`src/isa_pkg.sv`:
```
// Integer ISA definitions.
// Data width and operation codes seen by the execute cluster.

`default_nettype none

package isa_pkg;

    localparam int XLEN = 32;

    typedef logic [XLEN-1:0]   xlen_t;     // One operand or result word.
    typedef logic [2*XLEN-1:0] dxlen_t;    // Full unsigned product.

    // ====================
    // Operation codes. Bit 3 set means the op does not run in an ALU.
    typedef enum logic [3:0] {
        OP_ADD  = 4'h0,
        OP_SUB  = 4'h1,
        OP_AND  = 4'h2,
        OP_OR   = 4'h3,
        OP_XOR  = 4'h4,
        OP_SLL  = 4'h5,
        OP_SRL  = 4'h6,
        OP_SRA  = 4'h7,
        OP_MUL  = 4'h8,     // Low word of the product.
        OP_MULH = 4'h9,     // High word, unsigned by unsigned.
        OP_DIVU = 4'hA,
        OP_REMU = 4'hB
    } alu_op_t;

endpackage

`default_nettype wire
```
`src/ooo_pkg.sv`:
```
// Out-of-order core types.
// ROB tags, station entries, issue packets and result-bus beats.

`default_nettype none

package ooo_pkg;

    localparam int NUM_RS = 4;
    localparam int NUM_FU = 4;

    // Fixed unit slots on the start, ready and grant vectors.
    localparam int FU_ALU0 = 0;
    localparam int FU_ALU1 = 1;
    localparam int FU_MUL  = 2;
    localparam int FU_DIV  = 3;

    typedef logic [3:0]                rob_tag_t;
    typedef logic [$clog2(NUM_FU)-1:0] fu_idx_t;

    typedef struct packed {
        logic             ready;    // Value is present.
        rob_tag_t         tag;      // Producer to wait for otherwise.
        isa_pkg::xlen_t   value;
    } src_t;

    typedef struct packed {
        logic             valid;
        isa_pkg::alu_op_t op;
        rob_tag_t         dest;
        src_t             src1;
        src_t             src2;
    } rs_entry_t;

    typedef struct packed {
        isa_pkg::alu_op_t op;
        rob_tag_t         dest;
        isa_pkg::xlen_t   a;
        isa_pkg::xlen_t   b;
    } issue_t;

    typedef struct packed {
        logic             valid;
        rob_tag_t         tag;
        isa_pkg::xlen_t   value;
    } result_t;

endpackage

`default_nettype wire

```
`src/exec_cluster.sv`:
```
// Execute cluster top level.
// Reservation station, scheduler, two ALUs, multiplier, divider and
// the result-bus arbiter.

`timescale 1ns/1ns
`default_nettype none

module exec_cluster #(
    parameter int MUL_STAGES = 2
) (
    input  logic               clk,
    input  logic               rst,
    input  logic               dispatch_valid,
    input  ooo_pkg::rs_entry_t dispatch_entry,
    output logic               rs_full,
    output ooo_pkg::result_t   result_bus
);

    import ooo_pkg::*;

    rs_entry_t         rs_entries [NUM_RS];
    logic [NUM_RS-1:0] rs_consume;
    issue_t            issue;
    logic [NUM_FU-1:0] fu_start;
    logic [NUM_FU-1:0] fu_ready;
    logic [NUM_FU-1:0] fu_grant;
    result_t           fu_results [NUM_FU];

    // ====================
    // Issue side.
    reservation_station u_rs (
        .clk            (clk),
        .rst            (rst),
        .dispatch_valid (dispatch_valid),
        .dispatch_entry (dispatch_entry),
        .rs_consume     (rs_consume),
        .result_bus     (result_bus),       // Wakeup source.
        .rs_entries     (rs_entries),
        .rs_full        (rs_full)
    );

    fu_scheduler u_sched (
        .rs_entries (rs_entries),
        .fu_ready   (fu_ready),
        .issue      (issue),
        .fu_start   (fu_start),
        .rs_consume (rs_consume)
    );

    // ====================
    // Functional units.
    alu_unit u_alu0 (
        .clk    (clk),
        .rst    (rst),
        .start  (fu_start[FU_ALU0]),
        .issue  (issue),
        .grant  (fu_grant[FU_ALU0]),
        .ready  (fu_ready[FU_ALU0]),
        .result (fu_results[FU_ALU0])
    );

    alu_unit u_alu1 (
        .clk    (clk),
        .rst    (rst),
        .start  (fu_start[FU_ALU1]),
        .issue  (issue),
        .grant  (fu_grant[FU_ALU1]),
        .ready  (fu_ready[FU_ALU1]),
        .result (fu_results[FU_ALU1])
    );

    mul_unit #(
        .MUL_STAGES (MUL_STAGES)
    ) u_mul (
        .clk    (clk),
        .rst    (rst),
        .start  (fu_start[FU_MUL]),
        .issue  (issue),
        .grant  (fu_grant[FU_MUL]),
        .ready  (fu_ready[FU_MUL]),
        .result (fu_results[FU_MUL])
    );

    div_unit u_div (
        .clk    (clk),
        .rst    (rst),
        .start  (fu_start[FU_DIV]),
        .issue  (issue),
        .grant  (fu_grant[FU_DIV]),
        .ready  (fu_ready[FU_DIV]),
        .result (fu_results[FU_DIV])
    );

    result_arbiter u_arb (
        .clk        (clk),
        .rst        (rst),
        .fu_results (fu_results),
        .fu_grant   (fu_grant),
        .result_bus (result_bus)
    );

endmodule

`default_nettype wire

```
`src/result_arbiter.sv`:
```
// Result-bus arbiter.
// Grants one requesting unit per cycle in round-robin order and
// registers its result onto the shared bus.

`timescale 1ns/1ns
`default_nettype none

module result_arbiter (
    input  logic                       clk,
    input  logic                       rst,
    input  ooo_pkg::result_t           fu_results [ooo_pkg::NUM_FU],
    output logic [ooo_pkg::NUM_FU-1:0] fu_grant,
    output ooo_pkg::result_t           result_bus
);

    import ooo_pkg::*;

    fu_idx_t last_win;
    fu_idx_t win;
    fu_idx_t idx;
    logic    any_req;

    // Scan from the farthest offset down; the nearest requester after
    // last_win is the one left in win.
    always_comb begin
        win     = last_win;
        any_req = 1'b0;
        idx     = last_win;
        for (int k = NUM_FU; k >= 1; k--) begin
            idx = fu_idx_t'(last_win + k);
            if (fu_results[idx].valid) begin
                win     = idx;
                any_req = 1'b1;
            end
        end
    end

    always_comb begin
        fu_grant = '0;
        if (any_req) begin
            fu_grant[win] = 1'b1;
        end
    end

    always_ff @(posedge clk) begin
        if (rst) begin
            result_bus.valid <= 1'b0;
            last_win         <= fu_idx_t'(NUM_FU - 1);  // Unit 0 goes first.
        end else begin
            result_bus.valid <= any_req;
            if (any_req) begin
                result_bus.tag   <= fu_results[win].tag;
                result_bus.value <= fu_results[win].value;
                last_win         <= win;
            end
        end
    end

endmodule

`default_nettype wire

```
`src/div_unit.sv`:
```
// Iterative unsigned divider.
// Radix-2 restoring divide, one quotient bit per cycle over XLEN cycles.

`timescale 1ns/1ns
`default_nettype none

module div_unit (
    input  logic             clk,
    input  logic             rst,
    input  logic             start,
    input  ooo_pkg::issue_t  issue,
    input  logic             grant,
    output logic             ready,
    output ooo_pkg::result_t result
);

    import isa_pkg::*;
    import ooo_pkg::*;

    localparam int STEP_W = $clog2(XLEN);

    typedef enum logic [1:0] {
        S_IDLE,
        S_RUN,
        S_DONE
    } div_state_t;

    div_state_t        state;
    logic [STEP_W-1:0] step;
    xlen_t             quot;        // Dividend shifts out as quotient bits shift in.
    xlen_t             rem;
    xlen_t             divisor;
    rob_tag_t          tag;
    logic              want_rem;
    logic [XLEN+1:0]   trial;

    // Partial remainder with the next dividend bit, minus the divisor.
    // A zero divisor always succeeds, which yields all ones and the dividend.
    assign trial = {1'b0, rem, quot[XLEN-1]} - {2'b00, divisor};

    always_ff @(posedge clk) begin
        if (rst) begin
            state <= S_IDLE;
            step  <= '0;
        end else begin
            case (state)
                S_IDLE: begin
                    if (start) begin
                        state <= S_RUN;
                        step  <= '0;
                    end
                end
                S_RUN: begin
                    step <= step + 1'b1;
                    if (step == STEP_W'(XLEN - 1)) begin
                        state <= S_DONE;
                    end
                end
                S_DONE: begin
                    if (grant) begin
                        state <= S_IDLE;
                    end
                end
                default: state <= S_IDLE;
            endcase
        end
    end

    always_ff @(posedge clk) begin
        if ((state == S_IDLE) && start) begin
            quot     <= issue.a;
            rem      <= '0;
            divisor  <= issue.b;
            tag      <= issue.dest;
            want_rem <= (issue.op == OP_REMU);
        end else if (state == S_RUN) begin
            if (trial[XLEN+1]) begin
                rem <= {rem[XLEN-2:0], quot[XLEN-1]};   // Restore.
            end else begin
                rem <= trial[XLEN-1:0];
            end
            quot <= {quot[XLEN-2:0], !trial[XLEN+1]};
        end
    end

    assign ready        = (state == S_IDLE);
    assign result.valid = (state == S_DONE);
    assign result.tag   = tag;
    assign result.value = want_rem ? rem : quot;

endmodule

`default_nettype wire

```
`src/mul_unit.sv`:
```
// Pipelined unsigned multiplier.
// Product, tag and word select move down MUL_STAGES registers; the whole
// pipe stalls while the last stage waits for a grant.

`timescale 1ns/1ns
`default_nettype none

module mul_unit #(
    parameter int MUL_STAGES = 2
) (
    input  logic             clk,
    input  logic             rst,
    input  logic             start,
    input  ooo_pkg::issue_t  issue,
    input  logic             grant,
    output logic             ready,
    output ooo_pkg::result_t result
);

    import isa_pkg::*;
    import ooo_pkg::*;

    typedef struct packed {
        logic     valid;
        rob_tag_t tag;
        logic     hi;       // Return the upper product word.
        dxlen_t   prod;
    } mul_stage_t;

    mul_stage_t pipe [MUL_STAGES];
    logic       advance;

    assign advance = !pipe[MUL_STAGES-1].valid || grant;
    assign ready   = advance;

    always_ff @(posedge clk) begin
        if (rst) begin
            for (int i = 0; i < MUL_STAGES; i++) begin
                pipe[i].valid <= 1'b0;
            end
        end else if (advance) begin
            pipe[0].valid <= start;
            pipe[0].tag   <= issue.dest;
            pipe[0].hi    <= (issue.op == OP_MULH);
            pipe[0].prod  <= dxlen_t'(issue.a) * dxlen_t'(issue.b);
            for (int i = 1; i < MUL_STAGES; i++) begin
                pipe[i] <= pipe[i-1];
            end
        end
    end

    assign result.valid = pipe[MUL_STAGES-1].valid;
    assign result.tag   = pipe[MUL_STAGES-1].tag;
    assign result.value = pipe[MUL_STAGES-1].hi ? pipe[MUL_STAGES-1].prod[2*XLEN-1:XLEN]
                                                : pipe[MUL_STAGES-1].prod[XLEN-1:0];

endmodule

`default_nettype wire

```
`src/alu_unit.sv`:
```
// Single-cycle integer ALU with shifts.
// Result is held in its output register until the arbiter grants it.

`timescale 1ns/1ns
`default_nettype none

module alu_unit (
    input  logic             clk,
    input  logic             rst,
    input  logic             start,
    input  ooo_pkg::issue_t  issue,
    input  logic             grant,
    output logic             ready,
    output ooo_pkg::result_t result
);

    import isa_pkg::*;

    xlen_t alu_out;

    always_comb begin
        case (issue.op)
            OP_ADD:  alu_out = issue.a + issue.b;
            OP_SUB:  alu_out = issue.a - issue.b;
            OP_AND:  alu_out = issue.a & issue.b;
            OP_OR:   alu_out = issue.a | issue.b;
            OP_XOR:  alu_out = issue.a ^ issue.b;
            OP_SLL:  alu_out = issue.a << issue.b[4:0];
            OP_SRL:  alu_out = issue.a >> issue.b[4:0];
            OP_SRA:  alu_out = xlen_t'($signed(issue.a) >>> issue.b[4:0]);
            default: alu_out = '0;
        endcase
    end

    // A granted result leaves this edge, so a new op may land on top of it.
    assign ready = !result.valid || grant;

    always_ff @(posedge clk) begin
        if (rst) begin
            result.valid <= 1'b0;
        end else if (start) begin
            result.valid <= 1'b1;
            result.tag   <= issue.dest;
            result.value <= alu_out;
        end else if (grant) begin
            result.valid <= 1'b0;
        end
    end

endmodule

`default_nettype wire

```
`src/fu_scheduler.sv`:
```
// Functional-unit scheduler.
// Picks the lowest ready station entry that has a free unit of its class
// and sends it out with one-hot start and consume pulses.

`timescale 1ns/1ns
`default_nettype none

module fu_scheduler (
    input  ooo_pkg::rs_entry_t         rs_entries [ooo_pkg::NUM_RS],
    input  logic [ooo_pkg::NUM_FU-1:0] fu_ready,
    output ooo_pkg::issue_t            issue,
    output logic [ooo_pkg::NUM_FU-1:0] fu_start,
    output logic [ooo_pkg::NUM_RS-1:0] rs_consume
);

    import isa_pkg::*;
    import ooo_pkg::*;

    logic [NUM_FU-1:0] unit_sel [NUM_RS];   // Unit each entry would take, or none.

    // One-hot free unit that can run op, zero when its class is busy.
    function automatic logic [NUM_FU-1:0] free_unit(alu_op_t op, logic [NUM_FU-1:0] ready);
        logic [NUM_FU-1:0] sel;
        sel = '0;
        if (!op[3]) begin
            if (ready[FU_ALU0]) begin
                sel[FU_ALU0] = 1'b1;
            end else if (ready[FU_ALU1]) begin
                sel[FU_ALU1] = 1'b1;
            end
        end else if ((op == OP_MUL) || (op == OP_MULH)) begin
            sel[FU_MUL] = ready[FU_MUL];
        end else if ((op == OP_DIVU) || (op == OP_REMU)) begin
            sel[FU_DIV] = ready[FU_DIV];
        end
        return sel;
    endfunction

    always_comb begin
        for (int i = 0; i < NUM_RS; i++) begin
            unit_sel[i] = '0;
            if (rs_entries[i].valid && rs_entries[i].src1.ready
                    && rs_entries[i].src2.ready) begin
                unit_sel[i] = free_unit(rs_entries[i].op, fu_ready);
            end
        end
    end

    // ====================
    // Walk from the top so the lowest-numbered candidate wins.
    // A blocked entry leaves unit_sel clear and never shadows a later one.
    always_comb begin
        fu_start   = '0;
        rs_consume = '0;
        issue      = '0;
        for (int i = NUM_RS - 1; i >= 0; i--) begin
            if (|unit_sel[i]) begin
                fu_start      = unit_sel[i];
                rs_consume    = '0;
                rs_consume[i] = 1'b1;
                issue.op      = rs_entries[i].op;
                issue.dest    = rs_entries[i].dest;
                issue.a       = rs_entries[i].src1.value;
                issue.b       = rs_entries[i].src2.value;
            end
        end
    end

endmodule

`default_nettype wire

```
`src/reservation_station.sv`:
```
// Reservation station.
// Four entries that wait for operands, wake up from the result bus
// and free their slot when the scheduler issues them.

`timescale 1ns/1ns
`default_nettype none

module reservation_station (
    input  logic                       clk,
    input  logic                       rst,
    input  logic                       dispatch_valid,
    input  ooo_pkg::rs_entry_t         dispatch_entry,
    input  logic [ooo_pkg::NUM_RS-1:0] rs_consume,
    input  ooo_pkg::result_t           result_bus,
    output ooo_pkg::rs_entry_t         rs_entries [ooo_pkg::NUM_RS],
    output logic                       rs_full
);

    import ooo_pkg::*;

    logic [NUM_RS-1:0] slot_valid;
    logic [NUM_RS-1:0] alloc_sel;
    rs_entry_t         incoming;

    function automatic src_t wake(src_t src, result_t bus);
        src_t woke;
        woke = src;
        if (!src.ready && bus.valid && (bus.tag == src.tag)) begin
            woke.ready = 1'b1;
            woke.value = bus.value;
        end
        return woke;
    endfunction

    always_comb begin
        for (int i = 0; i < NUM_RS; i++) begin
            slot_valid[i] = rs_entries[i].valid;
        end
    end

    assign rs_full = &slot_valid;

    // Lowest clear bit of slot_valid, only on a dispatch strobe.
    assign alloc_sel = ~slot_valid & (slot_valid + 1'b1) & {NUM_RS{dispatch_valid}};

    always_comb begin
        incoming       = dispatch_entry;
        incoming.valid = 1'b1;
        incoming.src1  = wake(dispatch_entry.src1, result_bus);  // Same-cycle bypass.
        incoming.src2  = wake(dispatch_entry.src2, result_bus);
    end

    always_ff @(posedge clk) begin
        for (int i = 0; i < NUM_RS; i++) begin
            if (rst) begin
                rs_entries[i].valid <= 1'b0;
            end else if (alloc_sel[i]) begin
                rs_entries[i] <= incoming;
            end else if (rs_consume[i]) begin
                rs_entries[i].valid <= 1'b0;
            end else if (rs_entries[i].valid) begin
                rs_entries[i].src1 <= wake(rs_entries[i].src1, result_bus);
                rs_entries[i].src2 <= wake(rs_entries[i].src2, result_bus);
            end
        end
    end

endmodule

`default_nettype wire

```
`config.mk`:
```
export PLATFORM = sky130hd
export DESIGN_NAME = exec_cluster
export DESIGN_NICKNAME = d
export VERILOG_FILES = /design/src/isa_pkg.sv /design/src/ooo_pkg.sv /design/src/exec_cluster.sv /design/src/result_arbiter.sv /design/src/div_unit.sv /design/src/mul_unit.sv /design/src/alu_unit.sv /design/src/fu_scheduler.sv /design/src/reservation_station.sv
export SDC_FILE = /design/constraint.sdc
export NUM_CORES = 2
export LEC_CHECK = 0
export ABC_AREA = 1
export BUFFER_PORTS_ARGS = -buffer_cell sky130_fd_sc_hd__clkbuf_2
export CAP_MARGIN = 10
export CORE_MARGIN = 2
export CORE_UTILIZATION = 40
export DETAILED_ROUTE_END_ITERATION = 10
export REMOVE_ABC_BUFFERS = 1
export SLEW_MARGIN = 10
export SYNTH_ARGS = -nofsm -noshare
export SYNTH_HDL_FRONTEND = slang
export SYNTH_SLANG_ARGS = --single-unit
```
`constraint.sdc`:
```
create_clock -name clk -period 26.2 [get_ports clk]
set_clock_uncertainty 0.15 [all_clocks]
set_input_delay 3.93 -clock clk [delete_from_list [all_inputs] [get_ports clk]]
set_output_delay 3.93 -clock clk [all_outputs]
set_load 0.05 [all_outputs]
```
## Yosys cells after proc, flatten, opt, wreduce, memory -nomap -nowiden

Memories as Yosys holds them, arrays and structs flattened.
Index checks and enable logic that the tools add are counted.

- Bits in latches: 0
- Input port bits: 86
- Register bits after elaboration: 553
- Memories: 1
- Memory bits (read-only): 0
- RAM bits: 140

- Muxes and demuxes: 128
- $add $sub $neg: 9
- $lt $le $gt $ge: 7
- Bitwise logic cells: 14
- Div/mod/pow operators: 0
- Reductions and logical operators: 99
- Shift-type cells: 3
- Multipliers: 1
- Equal/unequal tests: 45

Memories:

| memory | depth | width | read ports | clocked after Yosys merged registers in | wr ports | RTL line | text |
|---|---|---|---|---|---|---|---|
| u_mul.pipe | 2 | 70 | 2 | 0 | 2 | mul_unit.sv:30 | `mul_stage_t pipe [MUL_STAGES];` |

Operator list:

| operator | number |
|---|---|
| $mux W74 | 12 |
| $mux W32 | 15 |
| $bmux W37 S2 | 5 |
| $mux W37 | 8 |
| $mux W72 | 4 |
| $pmux W32 S8 | 1 |
| $eq A4 B4 Y1 const B | 18 |
| $mux W36 | 2 |
| $mul A32 B32 Y64 | 1 |
| $mux W4 | 13 |
| $mux W1 | 49 |
| $eq A4 B4 Y1 | 10 |
| $reduce_bool A2 Y1 | 20 |
| $reduce_and A4 Y1 | 9 |
| $sub A33 B32 Y34 | 1 |
| $add A32 B32 Y32 | 1 |
| $and A32 B32 Y32 | 1 |
| $or A32 B32 Y32 | 1 |
| $shl A32 B5 Y32 | 1 |
| $shr A32 B5 Y32 | 1 |
| $sshr A32 B5 Y32 | 1 |
| $sub A32 B32 Y32 | 1 |
| $xor A32 B32 Y32 | 1 |
| $logic_and A1 B1 Y1 | 30 |
| other kinds (32) | 100 |

## Depth between registers and ports, before layout

- Depth in word-level cells: 26
- Mapped depth: 60
- Mapped depth without buffers: 56

## Modules after synthesis

From an unflattened synthesis, not the netlist that was laid out.

- Cell total of the unflattened synthesis: 12929
- Area total of the unflattened synthesis: 90061.4 µm²

By module, submodules not included:

| module | sequential area each (µm²) | area each (µm²) | cells each | times used |
|---|---|---|---|---|
| mul_unit | 4204.0 | 41398.5 | 5339 | 1 |
| alu_unit | 1101.1 | 9985.8 | 1854 | 2 |
| reservation_station | 9929.5 | 14828.0 | 1481 | 1 |
| div_unit | 2852.7 | 7310.8 | 1059 | 1 |
| fu_scheduler | 0.0 | 3489.6 | 858 | 1 |
| result_arbiter | 1141.1 | 3062.9 | 484 | 1 |

## Worst setup path after synthesis

Ideal clock, no wire load.

- Kind: in2reg
- Start point: input port rst
- End point: memory u_mul.pipe[0][57] (netlist bit), data pin
- Data required time: 25878 ps
- Arrival: 8904 ps
- Stages: 5
- Slack: 16974 ps
- Cell sequence: nor2_1 -> clkbuf_1 -> clkbuf_1 -> o21ai_0 -> a21oi_1

RTL lines:

| what | RTL line | text |
|---|---|---|
| from (decl) | exec_cluster.sv:12 | `input logic rst,` |
| to (decl) | mul_unit.sv:30 |  |

==> Implementation_results.wiki <==
{| class="wikitable"
! Metric !! Value
|-
| Count of instances resized after the clock tree is built || 0
|-
| Total congestion overflow || 0
|-
| Vias/cell || about 5.3
|-
| Initial standard-cell utilization of the core || 0.402
|-
| Via count of the first global-routing pass || 62067
|-
| Fraction of post-synthesis cell area in the top cell type by area || 0.263
|-
| Count of maximum capacitance violations || 0
|-
| Clock latency at the later pin of the worst-skew pair || 0.68 ns
|-
| Sequential cell area || ~0.020 sq mm
|-
| Instance count of the mapped netlist || 8912
|-
| Setup slack after placement || approximately 13 ns
|-
| Post-layout util || 0.434
|-
| Signed area change from the synthesized netlist to the final layout || 7.92%
|-
| Number of warnings issued by yosys || 0
|-
| Initial antenna violation count || 9
|-
| CTS Buffer Depth || 3
|-
| Number of library cell types mapped by synthesis || 66
|-
| Crit-path max cell delay || 0.66 ns
|-
| Number of clock sinks || 693
|-
| Final period util || 0.506
|-
| HPWL after DPL || 188 mm
|-
| Clock Pin Slew Worst Setup and Hold Paths || around 0.060 ns
|-
| Max Clk Rate || ~0.075 GHz
|-
| Post-layout nets || 10217
|-
| Slew at the pin closest to its max-slew limit || 1.15 ns
|-
| Pwr Density || 41.5 mW/mm^2
|-
| Total Routing Usage GR || 0.266
|-
| Vertical die dimension || 433 um
|-
| Commonest cells after routing, fill and taps aside || sky130_fd_sc_hd__nand2_1 (2087), sky130_fd_sc_hd__inv_1 (1844), sky130_fd_sc_hd__fa_1 (898)
|-
| Cts hold-fix bufs || 0
|-
| Depth of the CTS H-tree || 3
|-
| Final critical delay including setup and external delays || 13.25 ns
|-
| Seq cells post-synth || around 700
|-
| Critical Path Source Type || flip-flop
|-
| Crit-path max FO || between 40 and 50
|-
| Wire length per cell after detailed routing || 21.9 um
|-
| GP Congestion || 0.979
|-
| Area of the die || 0.188 sq mm
|-
| Syn Area/Cell || 8.27 sq um
|-
| Number of nets still failing antenna checks after routing || 0
|-
| Die width || 433 um
|-
| Setup TNS || 0 ns
|-
| Ports || roughly 120
|-
| Slew HR || 0.230
|-
| Number of placement rows || 157
|-
| Share of final-layout standard cells stronger than drive strength 1 || 0.0614
|-
| Most common cell after layout, fill and taps aside || sky130_fd_sc_hd__nand2_1
|-
| Peak supply drop || 0.0448 mV
|-
| Wire length of the first global-routing pass || 377 mm
|-
| Combined area of all synthesized cells || 0.0737 sq mm
|-
| Setup crit end kind || flip-flop
|-
| Data required time at the worst endpoint || 26.45 ns
|-
| Standard cell with the maximum stage delay on the critical path || sky130_fd_sc_hd__nor4_1
|-
| Drt drc || 0
|-
| Routed WL || 249 mm
|-
| Number of optimization iterations in the first detailed-route pass || 8
|-
| Largest cells by area after synthesis || sky130_fd_sc_hd__edfxtp_1 (26%), sky130_fd_sc_hd__fa_1 (24%), sky130_fd_sc_hd__nand2_1 (11%)
|-
| Top cell by count, worst path || sky130_fd_sc_hd__fa_1
|-
| Min setup slack post-route || about 13 ns
|-
| Library cell with the largest summed area after synthesis || sky130_fd_sc_hd__edfxtp_1
|-
| Crit Path Class || flip-flop to flip-flop
|-
| Synth Flop Type || sky130_fd_sc_hd__edfxtp_1
|-
| HP Class || flip-flop to flip-flop
|-
| Setup repair after global routing missed its margin || false
|-
| Static leakage || about 42 nW
|-
| Final hold violations || 0
|-
| Area of the core || 0.183 sq mm
|-
| CTS root buffer || sky130_fd_sc_hd__clkbuf_16
|-
| Count of input and output buffers || 122
|-
| TritonCTS clock tree || done
|-
| Number of slew-limit violations in the final report || 0
|-
| Clock buffer count from CTS || between 70 and 80
|-
| Proportion of synthesized chip area in sequential cells || 0.276
|-
| Setup Fix Bufs, Post-CTS || 0
|-
| Area of the multi-input gates || 0.0447 sq mm
|-
| Count of filler cells inserted in the layout || ~18000
|-
| Worst slack on hold paths || 0.330 ns
|-
| Final setup viols || 0
|-
| Status || finished clean
|-
| Number of design-rule violations left by the first detailed-router iteration || 5653
|-
| Maximum number of pins on one net before global-route repair || 85
|-
| Async set-or-reset flop fraction in the synthesized netlist || 0
|-
| Worst path arrival time || 13.51 ns
|-
| DR vias || 60705
|-
| Number of enable flip-flop cells after synthesis || 645
|}
==> stage by stage <==
| step | cells | cell area [sq um] | power (mW) |
|---|---|---|---|
| CTS | 11366 | 79500 | 3.30 |
| global route | 11366 | 79500 | 3.44 |
| global placement | 11223 | 76900 | 2.18 |
| detailed placement | 11223 | 76900 | 2.19 |
| finish | 11368 | 79500 | 3.30 |
| floorplan | 8492 | 71900 | 1.88 |
==> flip-flops by register name, indices dropped and copies added, names as in the netlist <==
signal,cells
u_div.tag,4
u_div.quot,32
u_div.want_rem,1
u_alu1.result,37
u_div.step,5
u_arb.result_bus,37
u_div.divisor,32
u_div.rem,32
u_alu0.result,37
u_rs.rs_entries,332
u_mul.pipe,140
u_arb.last_win,2
u_div.state,2
==> layer usage <==
metal	wire (um)	global-route usage
met5	10	0
met4	8780	0.0899
met3	19300	0.0324
met2	117000	0.444
met1	104000	0.358
==> path summary, 6_finish.rpt <==
kind	start	endpoint	slack [ns]	depth (start not counted)
worst max register to register	u_arb.last_win[0]	u_mul.pipe[0][63]	12.95	46
worst min-delay path	u_div.step[4]	u_div.step[4]	0.33	2
worst min register to register	u_div.step[4]	u_div.step[4]	0.33	2
worst max-delay path	u_arb.last_win[0]	u_mul.pipe[0][63]	12.95	46
==> worst max-delay path, delay by kind of cell, from the launching register on <==
family | cells | cell delay [ns]
XOR/XNOR | 1 | 0.14
AO/OA/AOI/OAI | 3 | 1.05
flip-flops | 1 | 0.51
adder cells (fa/ha/maj) | 10 | 4.83
AND/OR/NAND/NOR | 20 | 3.04
buffers and inverters | 12 | 3.11
==> report_power, final <==
group	internal, mW	switching, mW	total [mW]
registers	1.29	0.0390	1.33
clock network	0.635	0.473	1.11
logic	0.255	0.608	0.863
==> synthesized netlist by cell type, types with 8 or more instances <==
| cell type | instances |
|---|---|
| sky130_fd_sc_hd__or2_2 | 12 |
| sky130_fd_sc_hd__xor2_1 | 72 |
| sky130_fd_sc_hd__nor2_4 | 9 |
| sky130_fd_sc_hd__nand4_1 | 24 |
| sky130_fd_sc_hd__o2111ai_1 | 10 |
| sky130_fd_sc_hd__a31oi_1 | 24 |
| sky130_fd_sc_hd__o22ai_1 | 33 |
| sky130_fd_sc_hd__buf_1 | 54 |
| sky130_fd_sc_hd__edfxtp_1 | 645 |
| sky130_fd_sc_hd__buf_6 | 9 |
| sky130_fd_sc_hd__o211ai_1 | 29 |
| sky130_fd_sc_hd__a21o_1 | 14 |
| sky130_fd_sc_hd__nand3_1 | 391 |
| sky130_fd_sc_hd__o221ai_1 | 36 |
| sky130_fd_sc_hd__fa_1 | 898 |
| sky130_fd_sc_hd__clkbuf_1 | 293 |
| sky130_fd_sc_hd__inv_2 | 35 |
| sky130_fd_sc_hd__nand2_1 | 2092 |
| sky130_fd_sc_hd__nand2_2 | 21 |
| sky130_fd_sc_hd__o21ai_1 | 36 |
| sky130_fd_sc_hd__mux2i_1 | 96 |
| sky130_fd_sc_hd__inv_1 | 1851 |
| sky130_fd_sc_hd__nor2_2 | 8 |
| sky130_fd_sc_hd__o21ai_0 | 536 |
| sky130_fd_sc_hd__nor2_1 | 614 |
| sky130_fd_sc_hd__nor4_1 | 11 |
| sky130_fd_sc_hd__ha_1 | 394 |
| sky130_fd_sc_hd__dfxtp_1 | 48 |
| sky130_fd_sc_hd__o21a_1 | 11 |
| sky130_fd_sc_hd__a21oi_2 | 19 |
| sky130_fd_sc_hd__a21boi_0 | 10 |
| sky130_fd_sc_hd__clkinv_1 | 9 |
| sky130_fd_sc_hd__a21oi_1 | 359 |
| sky130_fd_sc_hd__o21ai_2 | 9 |
| sky130_fd_sc_hd__a211oi_1 | 11 |
| sky130_fd_sc_hd__xnor2_1 | 32 |
| sky130_fd_sc_hd__nor3_1 | 25 |
| sky130_fd_sc_hd__buf_2 | 57 |
==> cell families after synthesis <==
group,synth area share
buffers and inverters,0.120
muxes,0.0130
xor gates and xnor gates,0.0124
and+or+nand+nor,0.177
AOI/OAI and AO/OA,0.0903
DFF,0.276
adders and majority gates,0.311
==> cell type report <==
cell class / count / share of cell area
Multi-Input combinational cell: 5903 / 0.562
Sequential cell: 693 / 0.256
Inverter: 1896 / 0.0896
Tap cell: 2464 / 0.0388
Clock buffer: 108 / 0.0278
Timing Repair Buffer: 267 / 0.0214
Clock inverter: 35 / 0.00439
Antenna cell: 2 / 0.0000629
Power figures use the tool's default switching activity.
